**config.mk**
```make
export PLATFORM = sky130hd
export DESIGN_NAME = arith_unit
export DESIGN_NICKNAME = d
export VERILOG_FILES = /design/src/arith_pkg.sv /design/src/ripple_adder.sv /design/src/ripple_subtractor.sv /design/src/comparator_slice.sv /design/src/magnitude_comparator.sv /design/src/arith_unit.sv
export SDC_FILE = /design/constraint.sdc
export NUM_CORES = 1
export LEC_CHECK = 0
export ABC_AREA = 1
export BUFFER_PORTS_ARGS = -buffer_cell sky130_fd_sc_hd__buf_2
export CAP_MARGIN = 20
export CORE_MARGIN = 2
export CORE_UTILIZATION = 49
export DETAILED_ROUTE_END_ITERATION = 7
export PLACE_DENSITY_LB_ADDON = 0.2
export RECOVER_POWER = 100
export SYNTH_ARGS = -nofsm -noshare
export SYNTH_HDL_FRONTEND = slang
export SYNTH_SLANG_ARGS = --single-unit
```
**constraint.sdc**
```tcl
create_clock -name RESET -period 1.8 [get_ports RESET]
set_clock_uncertainty 0.05 [all_clocks]
set_input_delay 0.27 -clock RESET [delete_from_list [all_inputs] [get_ports RESET]]
set_output_delay 0.27 -clock RESET [all_outputs]
set_load 0.05 [all_outputs]
```
**src/arith_pkg.sv**
```systemverilog
package arith_pkg;

  // operand and slice widths
  localparam int DATA_W  = 8;
  localparam int SLICE_W = 4;

  // operation select
  localparam int OP_W = 2;

  localparam logic [OP_W-1:0] OP_ADD = 2'd0;
  localparam logic [OP_W-1:0] OP_SUB = 2'd1;
  localparam logic [OP_W-1:0] OP_CMP = 2'd2;
  // code 3 is reserved and yields an all-zero result

  // result word, one bit above the data for carry or borrow
  localparam int RESULT_W = DATA_W + 1;

  // one result register, two readings of it
  // arith view for add and subtract
  // cmp view for magnitude compare
  typedef union packed {
    struct packed {
      // carry for add, borrow for subtract
      logic              carry;
      logic [DATA_W-1:0] data;
    } arith;
    struct packed {
      // always zero in compare results
      logic [RESULT_W-3:0] pad;
      logic                eq;
      logic                gt;
    } cmp;
  } result_u;

endpackage

```
**src/ripple_adder.sv**
```systemverilog
`timescale 1ns/1ps

module ripple_adder #(
  parameter int WIDTH = arith_pkg::DATA_W
) (
  input  logic [WIDTH-1:0] i_a,
  input  logic [WIDTH-1:0] i_b,
  output logic [WIDTH-1:0] o_sum,
  output logic             o_carry
);

  // carry out of each bit position
  logic [WIDTH-1:0] carry;

  // bit 0 has no carry in, so a half adder is enough
  assign o_sum[0] = i_a[0] ^ i_b[0];
  assign carry[0] = i_a[0] & i_b[0];

  // full adder cells, each fed by the carry from the bit below
  for (genvar i = 1; i < WIDTH; i++) begin : g_fa
    logic a_bit;
    logic b_bit;
    logic c_in;

    assign a_bit = i_a[i];
    assign b_bit = i_b[i];
    assign c_in  = carry[i-1];

    // sum is the parity of all three inputs
    assign o_sum[i] = a_bit ^ b_bit ^ c_in;

    // carry out is the majority of the three
    assign carry[i] = (a_bit & b_bit) | (b_bit & c_in) | (a_bit & c_in);
  end

  // carry from the top cell leaves the chain
  assign o_carry = carry[WIDTH-1];

endmodule

```
**src/ripple_subtractor.sv**
```systemverilog
`timescale 1ns/1ps

module ripple_subtractor #(
  parameter int WIDTH = arith_pkg::DATA_W
) (
  input  logic [WIDTH-1:0] i_a,
  input  logic [WIDTH-1:0] i_b,
  output logic [WIDTH-1:0] o_diff,
  output logic             o_borrow
);

  // borrow out of each bit position
  logic [WIDTH-1:0] borrow;

  // half subtractor at bit 0
  // borrow only when a is 0 and b is 1
  assign o_diff[0] = i_a[0] ^ i_b[0];
  assign borrow[0] = ~i_a[0] & i_b[0];

  // modified full subtractor cells
  // bit inequality is formed once and shared by diff and borrow
  for (genvar i = 1; i < WIDTH; i++) begin : g_fs
    logic a_bit;
    logic b_bit;
    logic b_in;
    logic bits_ne;
    logic own_borrow;
    logic pass_borrow;

    assign a_bit = i_a[i];
    assign b_bit = i_b[i];
    assign b_in  = borrow[i-1];

    // a and b differ at this position
    assign bits_ne = a_bit ^ b_bit;

    assign o_diff[i] = bits_ne ^ b_in;

    // this bit needs a borrow on its own
    assign own_borrow = ~a_bit & b_bit;

    // equal bits pass an incoming borrow straight up
    assign pass_borrow = ~bits_ne & b_in;

    assign borrow[i] = own_borrow | pass_borrow;
  end

  // set exactly when a < b, unsigned
  assign o_borrow = borrow[WIDTH-1];

endmodule

```
**src/comparator_slice.sv**
```systemverilog
`timescale 1ns/1ps

module comparator_slice (
  input  logic [arith_pkg::SLICE_W-1:0] i_a,
  input  logic [arith_pkg::SLICE_W-1:0] i_b,
  output logic                          o_eq,
  output logic                          o_gt
);

  import arith_pkg::*;

  // per-bit equality
  logic [SLICE_W-1:0] bit_eq;

  // a bit set where b bit is clear
  logic [SLICE_W-1:0] bit_gt;

  // lookahead terms, one per bit position, msb first
  logic [SLICE_W-1:0] gt_term;

  assign bit_eq = ~(i_a ^ i_b);
  assign bit_gt = i_a & ~i_b;

  // all four bits match
  assign o_eq = &bit_eq;

  // msb decides on its own
  assign gt_term[3] = bit_gt[3];

  // lower bits only count when every bit above them is equal
  assign gt_term[2] = bit_eq[3] & bit_gt[2];

  assign gt_term[1] = bit_eq[3] & bit_eq[2] & bit_gt[1];

  assign gt_term[0] = bit_eq[3] & bit_eq[2] & bit_eq[1] & bit_gt[0];

  // at most one term can be set, so a plain OR
  assign o_gt = |gt_term;

endmodule

```
**src/magnitude_comparator.sv**
```systemverilog
`timescale 1ns/1ps

module magnitude_comparator (
  input  logic [arith_pkg::DATA_W-1:0] i_a,
  input  logic [arith_pkg::DATA_W-1:0] i_b,
  output logic                         o_eq,
  output logic                         o_gt
);

  import arith_pkg::*;

  logic hi_eq;
  logic hi_gt;
  logic lo_eq;
  logic lo_gt;

  // upper nibble
  comparator_slice i_cmp_hi (
    .i_a  (i_a[DATA_W-1:SLICE_W]),
    .i_b  (i_b[DATA_W-1:SLICE_W]),
    .o_eq (hi_eq),
    .o_gt (hi_gt)
  );

  // lower nibble
  comparator_slice i_cmp_lo (
    .i_a  (i_a[SLICE_W-1:0]),
    .i_b  (i_b[SLICE_W-1:0]),
    .o_eq (lo_eq),
    .o_gt (lo_gt)
  );

  assign o_eq = hi_eq & lo_eq;

  // high slice decides first, low slice breaks a tie
  assign o_gt = hi_gt | (hi_eq & lo_gt);

endmodule

```
**src/arith_unit.sv**
```systemverilog
`timescale 1ns/1ps

module arith_unit (
  input  logic                         RESET,
  input  logic                         i_reset,
  input  logic                         i_valid,
  input  logic [arith_pkg::OP_W-1:0]   i_op,
  input  logic [arith_pkg::DATA_W-1:0] i_a,
  input  logic [arith_pkg::DATA_W-1:0] i_b,
  output logic                         o_valid,
  output arith_pkg::result_u           o_result
);

  import arith_pkg::*;

  // stage 1, captured request
  logic              s1_valid;
  logic [OP_W-1:0]   s1_op;
  logic [DATA_W-1:0] s1_a;
  logic [DATA_W-1:0] s1_b;

  // datapath outputs, all from the stage 1 operands
  logic [DATA_W-1:0] add_sum;
  logic              add_carry;
  logic [DATA_W-1:0] sub_diff;
  logic              sub_borrow;
  logic              cmp_eq;
  logic              cmp_gt;

  // selected result, ahead of the output register
  result_u           res_next;

  // control flag under reset
  always_ff @(posedge RESET) begin
    if (i_reset) begin
      s1_valid <= 1'b0;
    end else begin
      s1_valid <= i_valid;
    end
  end

  // op and operands only load on a request
  always_ff @(posedge RESET) begin
    if (i_valid) begin
      s1_op <= i_op;
      s1_a  <= i_a;
      s1_b  <= i_b;
    end
  end

  ripple_adder #(
    .WIDTH (DATA_W)
  ) i_adder (
    .i_a     (s1_a),
    .i_b     (s1_b),
    .o_sum   (add_sum),
    .o_carry (add_carry)
  );

  ripple_subtractor #(
    .WIDTH (DATA_W)
  ) i_subtractor (
    .i_a      (s1_a),
    .i_b      (s1_b),
    .o_diff   (sub_diff),
    .o_borrow (sub_borrow)
  );

  magnitude_comparator i_comparator (
    .i_a  (s1_a),
    .i_b  (s1_b),
    .o_eq (cmp_eq),
    .o_gt (cmp_gt)
  );

  // pick the view that matches the op
  // reserved code falls through as all zero
  always_comb begin
    res_next = '0;
    case (s1_op)
      OP_ADD: begin
        res_next.arith.carry = add_carry;
        res_next.arith.data  = add_sum;
      end
      OP_SUB: begin
        res_next.arith.carry = sub_borrow;
        res_next.arith.data  = sub_diff;
      end
      OP_CMP: begin
        res_next.cmp.eq = cmp_eq;
        res_next.cmp.gt = cmp_gt;
      end
      default: begin
        res_next = '0;
      end
    endcase
  end

  // stage 2, result shown for a single cycle
  always_ff @(posedge RESET) begin
    if (i_reset) begin
      o_valid  <= 1'b0;
      o_result <= '0;
    end else begin
      o_valid  <= s1_valid;
      o_result <= res_next;
    end
  end

endmodule

```
==> results of run 1 <==
## state kept, by name (all words and copies together), names as in the netlist
name,flops
o_result,9
s1_a,8
s1_b,8
s1_op,2
o_valid,1
s1_valid,1
## path summary, 6_finish.rpt
path	from	end	slack [ns]
max	s1_b[1]	o_result[5]	-0.17
min	i_b[3]	s1_b[3]	0.06
max reg2reg	s1_b[1]	o_result[5]	-0.17
min reg2reg	s1_valid	o_valid	0.37
## cell families after synthesis
kind of cell	after synthesis
adder cells (fa/ha/maj)	24
buffers and inverters	38
AO/OA/AOI/OAI	24
AND/OR/NAND/NOR	62
XOR/XNOR	1
flip-flops	29
## layer usage
| layer | up-vias | global-route usage, % | share of wire, % |
|---|---|---|---|
| li1 | 663 | - | - |
| met1 | 592 | 19.8 | 40 |
| met2 | 43 | 36.5 | 51 |
| met3 | 12 | 5.67 | 5.1 |
| met4 | 0 | 7.29 | 3.7 |
| met5 | - | 0 | 0 |
## final cells by class
class / instances / share of cell area, %
multi-input cells: 111 / 40.2
well taps: 44 / 2.64
clock buffers: 6 / 2.46
flip-flops and latches: 29 / 36.4
clock inverters: 2 / 0.419
inverters: 38 / 7.01
repair buffers: 41 / 10.8
## metrics by stage
stage / setup slack, ns / power, mW / TNS (ns)
2_1_floorplan: 0.0435 / 1.10 / 0
3_3_place_gp: -0.0387 / 1.21 / -0.0680
3_5_place_dp: -0.135 / 1.23 / -0.324
4_1_cts: -0.0654 / 1.67 / -0.170
5_1_grt: -0.299 / 1.82 / -1.52
6_report: -0.169 / 1.72 / -0.732
## synth_stat cells
master | count | share of area [%]
nand4_1 | 1 | 0.39
a31oi_1 | 2 | 0.77
o22ai_1 | 1 | 0.39
xor2_1 | 1 | 0.54
a21oi_2 | 1 | 0.54
inv_1 | 37 | 8.6
nand3_2 | 1 | 0.62
nand2_1 | 38 | 8.8
nand3_1 | 7 | 2.2
dfxtp_1 | 11 | 14
o221ai_1 | 1 | 0.54
nand2_2 | 4 | 1.5
clkinv_1 | 1 | 0.23
o21ai_1 | 2 | 0.62
o21ai_0 | 6 | 1.9
ha_1 | 24 | 19
o32ai_1 | 1 | 0.54
nor2_4 | 1 | 0.69
a21oi_1 | 9 | 2.8
or2_2 | 2 | 0.77
a211oi_1 | 1 | 0.46
edfxtp_1 | 18 | 33
nor2_1 | 8 | 1.9
## report_power, final
part / total, mW / internal [mW] / switching [mW]
registers: 0.802 / 0.766 / 0.0360
clock network: 0.406 / 0.183 / 0.222
logic: 0.515 / 0.187 / 0.328
total: 1.72 / 1.14 / 0.586
## what timing repair did
action,in CTS,in global routing
buffers inserted,7,0
resized for setup,8,29
pin swaps,5,6
cloned,0,0
hold buffers,0,0
setup endpoints to repair,4,6
==> qor.csv, run 1 <==
metric,value,unit
"most common cell after layout, fill and taps aside",inv_1,
worst path bufs/invs,1,
Util after Layout,67.3,%
Post-Synth Adder-Cell Area,18.5,%
RSZ-0062 raised after global routing,yes,
die area,3790,um2
DRT Wirelength,3.42,mm
Area after DPL,1860,um2
CTS sink cnt,29,
worst hold path type,primary input to flop,
outcome,finished with violations,
multiplexer share of the synthesized area,0,%
drt wl/cell,12.6,um
GRT Util Overall,19.3,%
failing checks,negative setup slack,
final setup vio count,6,
Setup crit start kind,flop,
largest family of logic cells by synthesized area,adder cells,
Ys Warns,0,
worst vdd ir,0.000544,V
number of global-route vias before repair,1334,
Core Region,3100,um2
fillcell total,285,
ANT nets after route,0,
Highest Clock Rate,508,MHz
worst setup margin,-0.169,ns
crit path DAT,2.18,ns
MaxCap Viol Count,0,
Synth Area per Inst,9.12,um2
DRT Pass-1 Iters,6,
area grow syn2layout,28.7,%
Final min period,1.97,ns
Setup CP Type,flop to flop,
synth unique cells,23,
CP top delay family,simple AND/OR/NAND/NOR gates,
WHS,0.0614,ns
nets,271,
CTS tree,yes,
cell area after layout,2090,um2
global route overflow,0,
crit-path cells,"inv_2, ha_4, nand2_4, nand2_2, nand2_2, nand2_2, nand2_1, nand2_1, nand2_1, nand2_2, nor2_1, a31oi_1, o21ai_0, a21oi_1",
clock-pin slew of the registers on the worst-case setup and hold paths,0.09,ns
cell repeated most along the worst path,nand2_2,
number of instances in the placed design,256,
multi-input logic area,840,um2
via-per-instance ratio,4.83,
input/output buffers,30,
most frequent cells in the layout,"inv_1 (33), nand2_1 (28), ha_1 (19), buf_2 (19), edfxtp_1 (18)",
Fin. Hold Viols,0,
Root Buffer,clkbuf_4,
Critical Path Stages,14,
Synth Area in XOR/XNOR,0.540,%
via count,1310,
number of DRC markers in iteration 0,42,
crit path max fanout,4,
Tcrit/Tclk final,109,%
Seq. cell area,761,um2
sequential-to-total area share from yosys stat,46.9,%
fin cells,271,
Crit-path slowest cell,edfxtp_1,
simple logic cell fraction of the synthesized area,16.8,%
static leakage power,1.02,nW
Worst-Margin Slew,1.07,ns
antenna violations before repair,0,
R2R cell count,14,
crit-path max cell delay,0.47,ns
post-DP HPWL,2.26,mm
Synth Area in Compound Gates,8.48,%
Slew HR,28.4,%
Die X,61.6,um
CP endpoint kind,flop,
Starting Density,52.3,%
Slew Limit Fails,0,
H-Tree Depth,2,
Ant. Diodes,0,
I/O pin cnt,31,
DRC Markers,0,
final RePlAce weighted congestion,0.830,
Die Ht,61.6,um
Rows,20,
Yosys reg bits,29,
layout cells sized above 1,32.2,%
Mapped Nets,223,
PD cells,825,nW/um2
synthesized cell area,1620,um2
clock latency on the worst-skew pair,0.33,ns
clock buffer depth,2,
largest net degree at the start of global routing,20,
hold path cells,1,
Worst EP required,2.01,ns
first-pass GRT wire length,5.30,mm
Synth Instances,178,
CTS buffer count,5,
Power figures use the tool's default switching activity.
==> run 2, diff against run 1 <==
--- a/config.mk
+++ b/config.mk
@@ -5,7 +5,6 @@
 export SDC_FILE = /design/constraint.sdc
 export NUM_CORES = 1
 export LEC_CHECK = 0
-export ABC_AREA = 1
 export BUFFER_PORTS_ARGS = -buffer_cell sky130_fd_sc_hd__buf_2
 export CAP_MARGIN = 20
 export CORE_MARGIN = 2
==> run 2 against run 1 <==
  * The run now ends clean
  * Core utilization rose by 2.8 points
  * Hold slack got worse by 0.023 ns
  * Wire length rose by 15%
  * First-iteration DRC count rose by 100%
  * Setup slack improved by 0.18 ns
  * Highest routed layer unchanged
  * Register-to-register slack improved by 0.18 ns
  * Combinational power rose by 22%
  * Critical path depth fell by 8
  * Critical endpoint unchanged
  * Final cell count fell by 4.4%
  * Synthesized cell count fell by 13%
  * Die area rose by 1.9%
==> qor.csv, run 2 <==
metric,value,unit
synthesized cell area,1660,um2
die area,3860,um2
worst hold path type,primary input to flop,
Setup crit start kind,flop,
clock buffer depth,2,
outcome,finished clean,
via-per-instance ratio,5.45,
DRC Markers,0,
Yosys reg bits,29,
Die X,62.1,um
worst setup margin,0.00801,ns
worst vdd ir,0.000586,V
area grow syn2layout,39.2,%
R2R cell count,6,
layout cells sized above 1,39.0,%
H-Tree Depth,2,
Synth Instances,154,
Crit-path slowest cell,edfxtp_1,
Setup CP Type,flop to flop,
"most common cell after layout, fill and taps aside",buf_4,
via count,1412,
MaxCap Viol Count,0,
most common cell in the synthesized netlist,ha_1,
PD cells,876,nW/um2
DRT Wirelength,3.93,mm
Synth Area per Inst,10.7,um2
max FFs per register,9,
global route overflow,0,
I/O pin cnt,31,
Slew Limit Fails,0,
Tcrit/Tclk final,99.6,%
Critical Path Stages,6,
Ys Warns,0,
fillcell total,233,
Commonest cells post-synth,"ha_1 (24), edfxtp_1 (18), inv_1 (17)",
Rows,21,
most frequent cells in the layout,"buf_4 (20), buf_2 (19), edfxtp_1 (18)",
CP endpoint kind,flop,
async set-reset flop share out of synthesis,0,%
antenna violations before repair,0,
Root Buffer,clkbuf_4,
Worst-Margin Slew,0.923,ns
number of global-route vias before repair,1361,
Area after DPL,2010,um2
CTS buffer count,5,
nets,257,
Slew HR,38.4,%
ANT nets after route,0,
Util after Layout,70.1,%
Worst EP required,2.00,ns
Core Region,3280,um2
final setup vio count,0,
cell area after layout,2300,um2
RSZ-0062 raised after global routing,yes,
number of DRC markers in iteration 0,85,
ranking of synthesized cells by area,"edfxtp_1 (33%), ha_1 (18%), dfxtp_1 (13%)",
drt wl/cell,15.2,um
CP top delay family,compound AO/OA/AOI/OAI gates,
Post-synth top flop,edfxtp_1,
hold path cells,1,
static leakage power,0.989,nW
Starting Density,50.4,%
crit path DAT,1.99,ns
Die Ht,62.1,um
input/output buffers,30,
clock latency on the worst-skew pair,0.35,ns
crit-path cells,"ha_2, nor3_4, nand2_2, a311oi_2, o21a_1, nor3_1",
largest net degree at the start of global routing,20,
DRT Pass-1 Iters,4,
sequential-to-total area share from yosys stat,46.0,%
pre-CTS WS,-0.0726,ns
Mapped Nets,199,
GRT Util Overall,20.0,%
hold_buf cts,0,
first-pass GRT wire length,6.03,mm
post-DP HPWL,2.60,mm
Largest regs,"o_result: 9 flops, s1_a: 8 flops, s1_b: 8 flops",
synth unique cells,39,
worst path bufs/invs,0,
CTS tree,yes,
clock-pin slew of the registers on the worst-case setup and hold paths,0.12,ns
crit-path max cell delay,0.48,ns
CTS sink cnt,29,
Biggest register,o_result,
"area leader, netlist",edfxtp_1,
share of the synthesized area in the top cell type,32.7,%
final RePlAce weighted congestion,0.940,
"EDFF count, synth",18,
Highest Clock Rate,558,MHz
Final min period,1.79,ns
Fin. Hold Viols,0,
crit path max fanout,3,
Ant. Diodes,0,
[run 2: final timing paths]
kind	from	to	slack (ns)
hold reg to reg	s1_valid	o_valid	0.40
setup / recovery	s1_a[3]	o_result[5]	0.008
setup reg to reg	s1_a[3]	o_result[5]	0.008
hold / removal	i_b[4]	s1_b[4]	0.04
[run 2: layer usage]
metal  GRT usage (%)  part of all wire [%]  up-vias
met4            6.67                   3.4        0
met1            23.8                    42      657
met3            4.89                   5.3       16
li1                -                     -      676
met2            35.3                    49       63
met5               0                     0        -
[run 2: what timing repair did]
action,4_1_cts,5_1_grt
setup buffers,1,1
setup endpoints to repair,3,8
pin swaps,0,13
gates resized for setup,4,36
[run 2: final cells by class]
class,count,area (um2),share of cell area (%)
timing repair buffer,53,313,13.6
sequential,29,761,33.0
clock buffer,6,51.3,2.23
clock inverter,2,37.5,1.63
inverter,17,63.8,2.77
multi-input combinational,106,1020,44.3
tap,46,57.6,2.50
[run 2: worst register-to-register path, cell delays in order, from the launching register on]
cell      delay [ns]
edfxtp_1        0.48
ha_2            0.26
nor3_4          0.24
nand2_2         0.12
a311oi_2        0.33
o21a_1          0.19
nor3_1          0.05
[run 2: power breakdown]
group | internal (mW) | leakage, nW | switching [mW]
Combinational | 0.265 | 0.677 | 0.362
Clock | 0.330 | 0.0445 | 0.253
Sequential | 0.768 | 0.267 | 0.0405
Total | 1.36 | 0.989 | 0.656
[run 2: kinds of logic after synthesis]
family / share of synthesized area [%]
buffers and inverters: 4.38
adder cells (fa/ha/maj): 18.1
AO/OA/AOI/OAI: 16.1
AND/OR/NAND/NOR: 11.4
multiplexers: 2.42
flip-flops: 46.0
XOR/XNOR: 1.59
[run 2: metrics by stage]
stage                     cells  setup TNS (ns)  hold slack (ns)  power [mW]
after floorplan             154               0            0.292        1.15
after global placement      249               0            0.387        1.32
after detailed placement    249         -0.0726            0.398        1.33
after CTS                   258               0           0.0307        1.93
after global routing        259          -0.266           0.0418        2.11
final                       259               0           0.0382        2.02
==> run 3, diff against run 2 <==
--- a/config.mk
+++ b/config.mk
@@ -10,8 +10,7 @@
 export CORE_MARGIN = 2
 export CORE_UTILIZATION = 49
 export DETAILED_ROUTE_END_ITERATION = 7
-export PLACE_DENSITY_LB_ADDON = 0.2
-export RECOVER_POWER = 100
+export PLACE_DENSITY = 0.83
 export SYNTH_ARGS = -nofsm -noshare
 export SYNTH_HDL_FRONTEND = slang
 export SYNTH_SLANG_ARGS = --single-unit
==> run 3 against run 2 <==
  * Critical path depth down 1
  * Combinational power grew 4.6%
  * Die area stayed put
  * Fmax down 0.25%
  * Final cell count grew 0.39%
  * Global-route usage shrank 0.19 points
  * Core utilization rose by 0.80 points
  * Non-clock buffer count rose by 1
  * Register-to-register slack barely moved
  * Wire length increased by 9.6%
  * Sequential power about the same
  * Count of clock-buffer cells in the layout fell by 1
==> qor.csv, run 3 (synthesis results as in run 2) <==
metric,value,unit
Largest regs,"o_result: 9 flops, s1_a: 8 flops, s1_b: 8 flops",
Flop pwr share,40.5,%
worst setup margin,0.00350,ns
Slew Limit Fails,0,
Setup CP Type,flop to flop,
Die Ht,62.1,um
crit-path max cell delay,0.51,ns
crit path DAT,1.99,ns
CP endpoint kind,flop,
most frequent cells in the layout,"buf_2 (30), buf_4 (22), edfxtp_1 (18)",
DRC Markers,0,
max FFs per register,9,
Highest Clock Rate,557,MHz
CTS tree,yes,
clock latency on the worst-skew pair,0.34,ns
RSZ-0062 raised after global routing,yes,
clock buffer depth,2,
Slew HR,72.0,%
Biggest register,o_result,
Root Buffer,clkbuf_4,
number of DRC markers in iteration 0,113,
P_sw,0.662,mW
r2r setup slk,0.004,ns
Final min period,1.80,ns
Starting Density,50.4,%
Worst EP required,2.00,ns
crit-path cells,"buf_4, ha_4, nand4_1, or4b_4, o32ai_2",
DRT Pass-1 Iters,4,
crit path max fanout,3,
Core Region,3280,um2
layout cells sized above 1,43.0,%
GRT Util Overall,19.8,%
first-pass GRT wire length,5.95,mm
MaxCap Viol Count,0,
post-DP HPWL,2.51,mm
PD cells,858,nW/um2
P_int,1.34,mW
Crit-path slowest cell,or4b_4,
drt wl/cell,16.6,um
antenna violations before repair,0,
final setup vio count,0,
sw frac,33.1,%
number of global-route vias before repair,1355,
nets,258,
Setup crit start kind,flop,
combinational power share,32.8,%
final RePlAce weighted congestion,0.903,
H-Tree Depth,2,
Final Power,2.00,mW
DRT Wirelength,4.30,mm
global route overflow,0,
Util after Layout,70.9,%
via count,1437,
via-per-instance ratio,5.53,
die area,3860,um2
CTS buffer count,5,
worst vdd ir,0.000594,V
static leakage power,1.04,nW
worst hold path type,primary input to flop,
"most common cell after layout, fill and taps aside",buf_2,
largest net degree at the start of global routing,20,
Fin. Hold Viols,0,
CTS sink cnt,29,
input/output buffers,30,
pre-CTS WS,-0.0395,ns
I/O pin cnt,31,
clock-pin slew of the registers on the worst-case setup and hold paths,0.11,ns
Ant. Diodes,0,
Die X,62.1,um
area grow syn2layout,40.7,%
Worst-Margin Slew,0.420,ns
ANT nets after route,0,
Clk pwr share,26.7,%
Tcrit/Tclk final,99.8,%
Rows,21,
outcome,finished clean,
## run 3: metrics by stage
step                      cells  area [um2]  TNS, ns  hold slack [ns]
final                       260        2330        0           0.0504
after global routing        260        2330   -0.565           0.0298
after detailed placement    247        2000  -0.0395            0.390
after global placement      247        2000        0            0.375
after floorplan             154        1660        0            0.292
after CTS                   255        2110        0           0.0480
## run 3: final cells by class
type                       instances  area [um2]
clock buffer                       5        37.5
timing repair buffer              54         338
multi-input combinational        106        1030
inverter                          17        63.8
clock inverter                     3        41.3
sequential                        29         761
fill                             224         955
tap                               46        57.6
## run 3: worst max-delay path: cells and delay by family (launching register included)
| family | cells | cell delay, ns |
|---|---|---|
| AO/OA/AOI/OAI | 1 | 0.23 |
| flip-flops | 1 | 0.40 |
| AND/OR/NAND/NOR | 2 | 0.60 |
| buffers and inverters | 1 | 0.16 |
| adder cells (fa/ha/maj) | 1 | 0.28 |
## run 3: routing by layer
metal  GRT usage, %  wire (um)  vias up
met5              0          0        -
met3           3.80        254       16
met4           10.6        153        0
met1           24.1       1760      686
li1               -          -      677
met2           33.2       2140       58
## run 3: path summary, 6_finish.rpt
check	from	endpoint	depth (start not counted)
setup / recovery	s1_a[4]	o_result[1]	5
hold / removal	i_a[6]	s1_a[6]	1
setup reg to reg	s1_a[4]	o_result[1]	5
hold reg to reg	s1_valid	o_valid	1
## run 3: repair_timing
action                                 CTS  global route
resized for setup                        6            30
pin swaps                                1            13
endpoints found under the hold margin    0             0
setup endpoints to repair                2             8
hold buffers                             0             0
gates cloned                             0             0
setup buffers                            0             5
## run 3: power by group through the flow
stage	Clock (mW)	Sequential, mW	Combinational [mW]
after global placement	0	0.812	0.500
after floorplan	0	0.902	0.248
after global routing	0.580	0.817	0.704
final	0.534	0.809	0.656
after detailed placement	0	0.815	0.511
after CTS	0.537	0.801	0.532
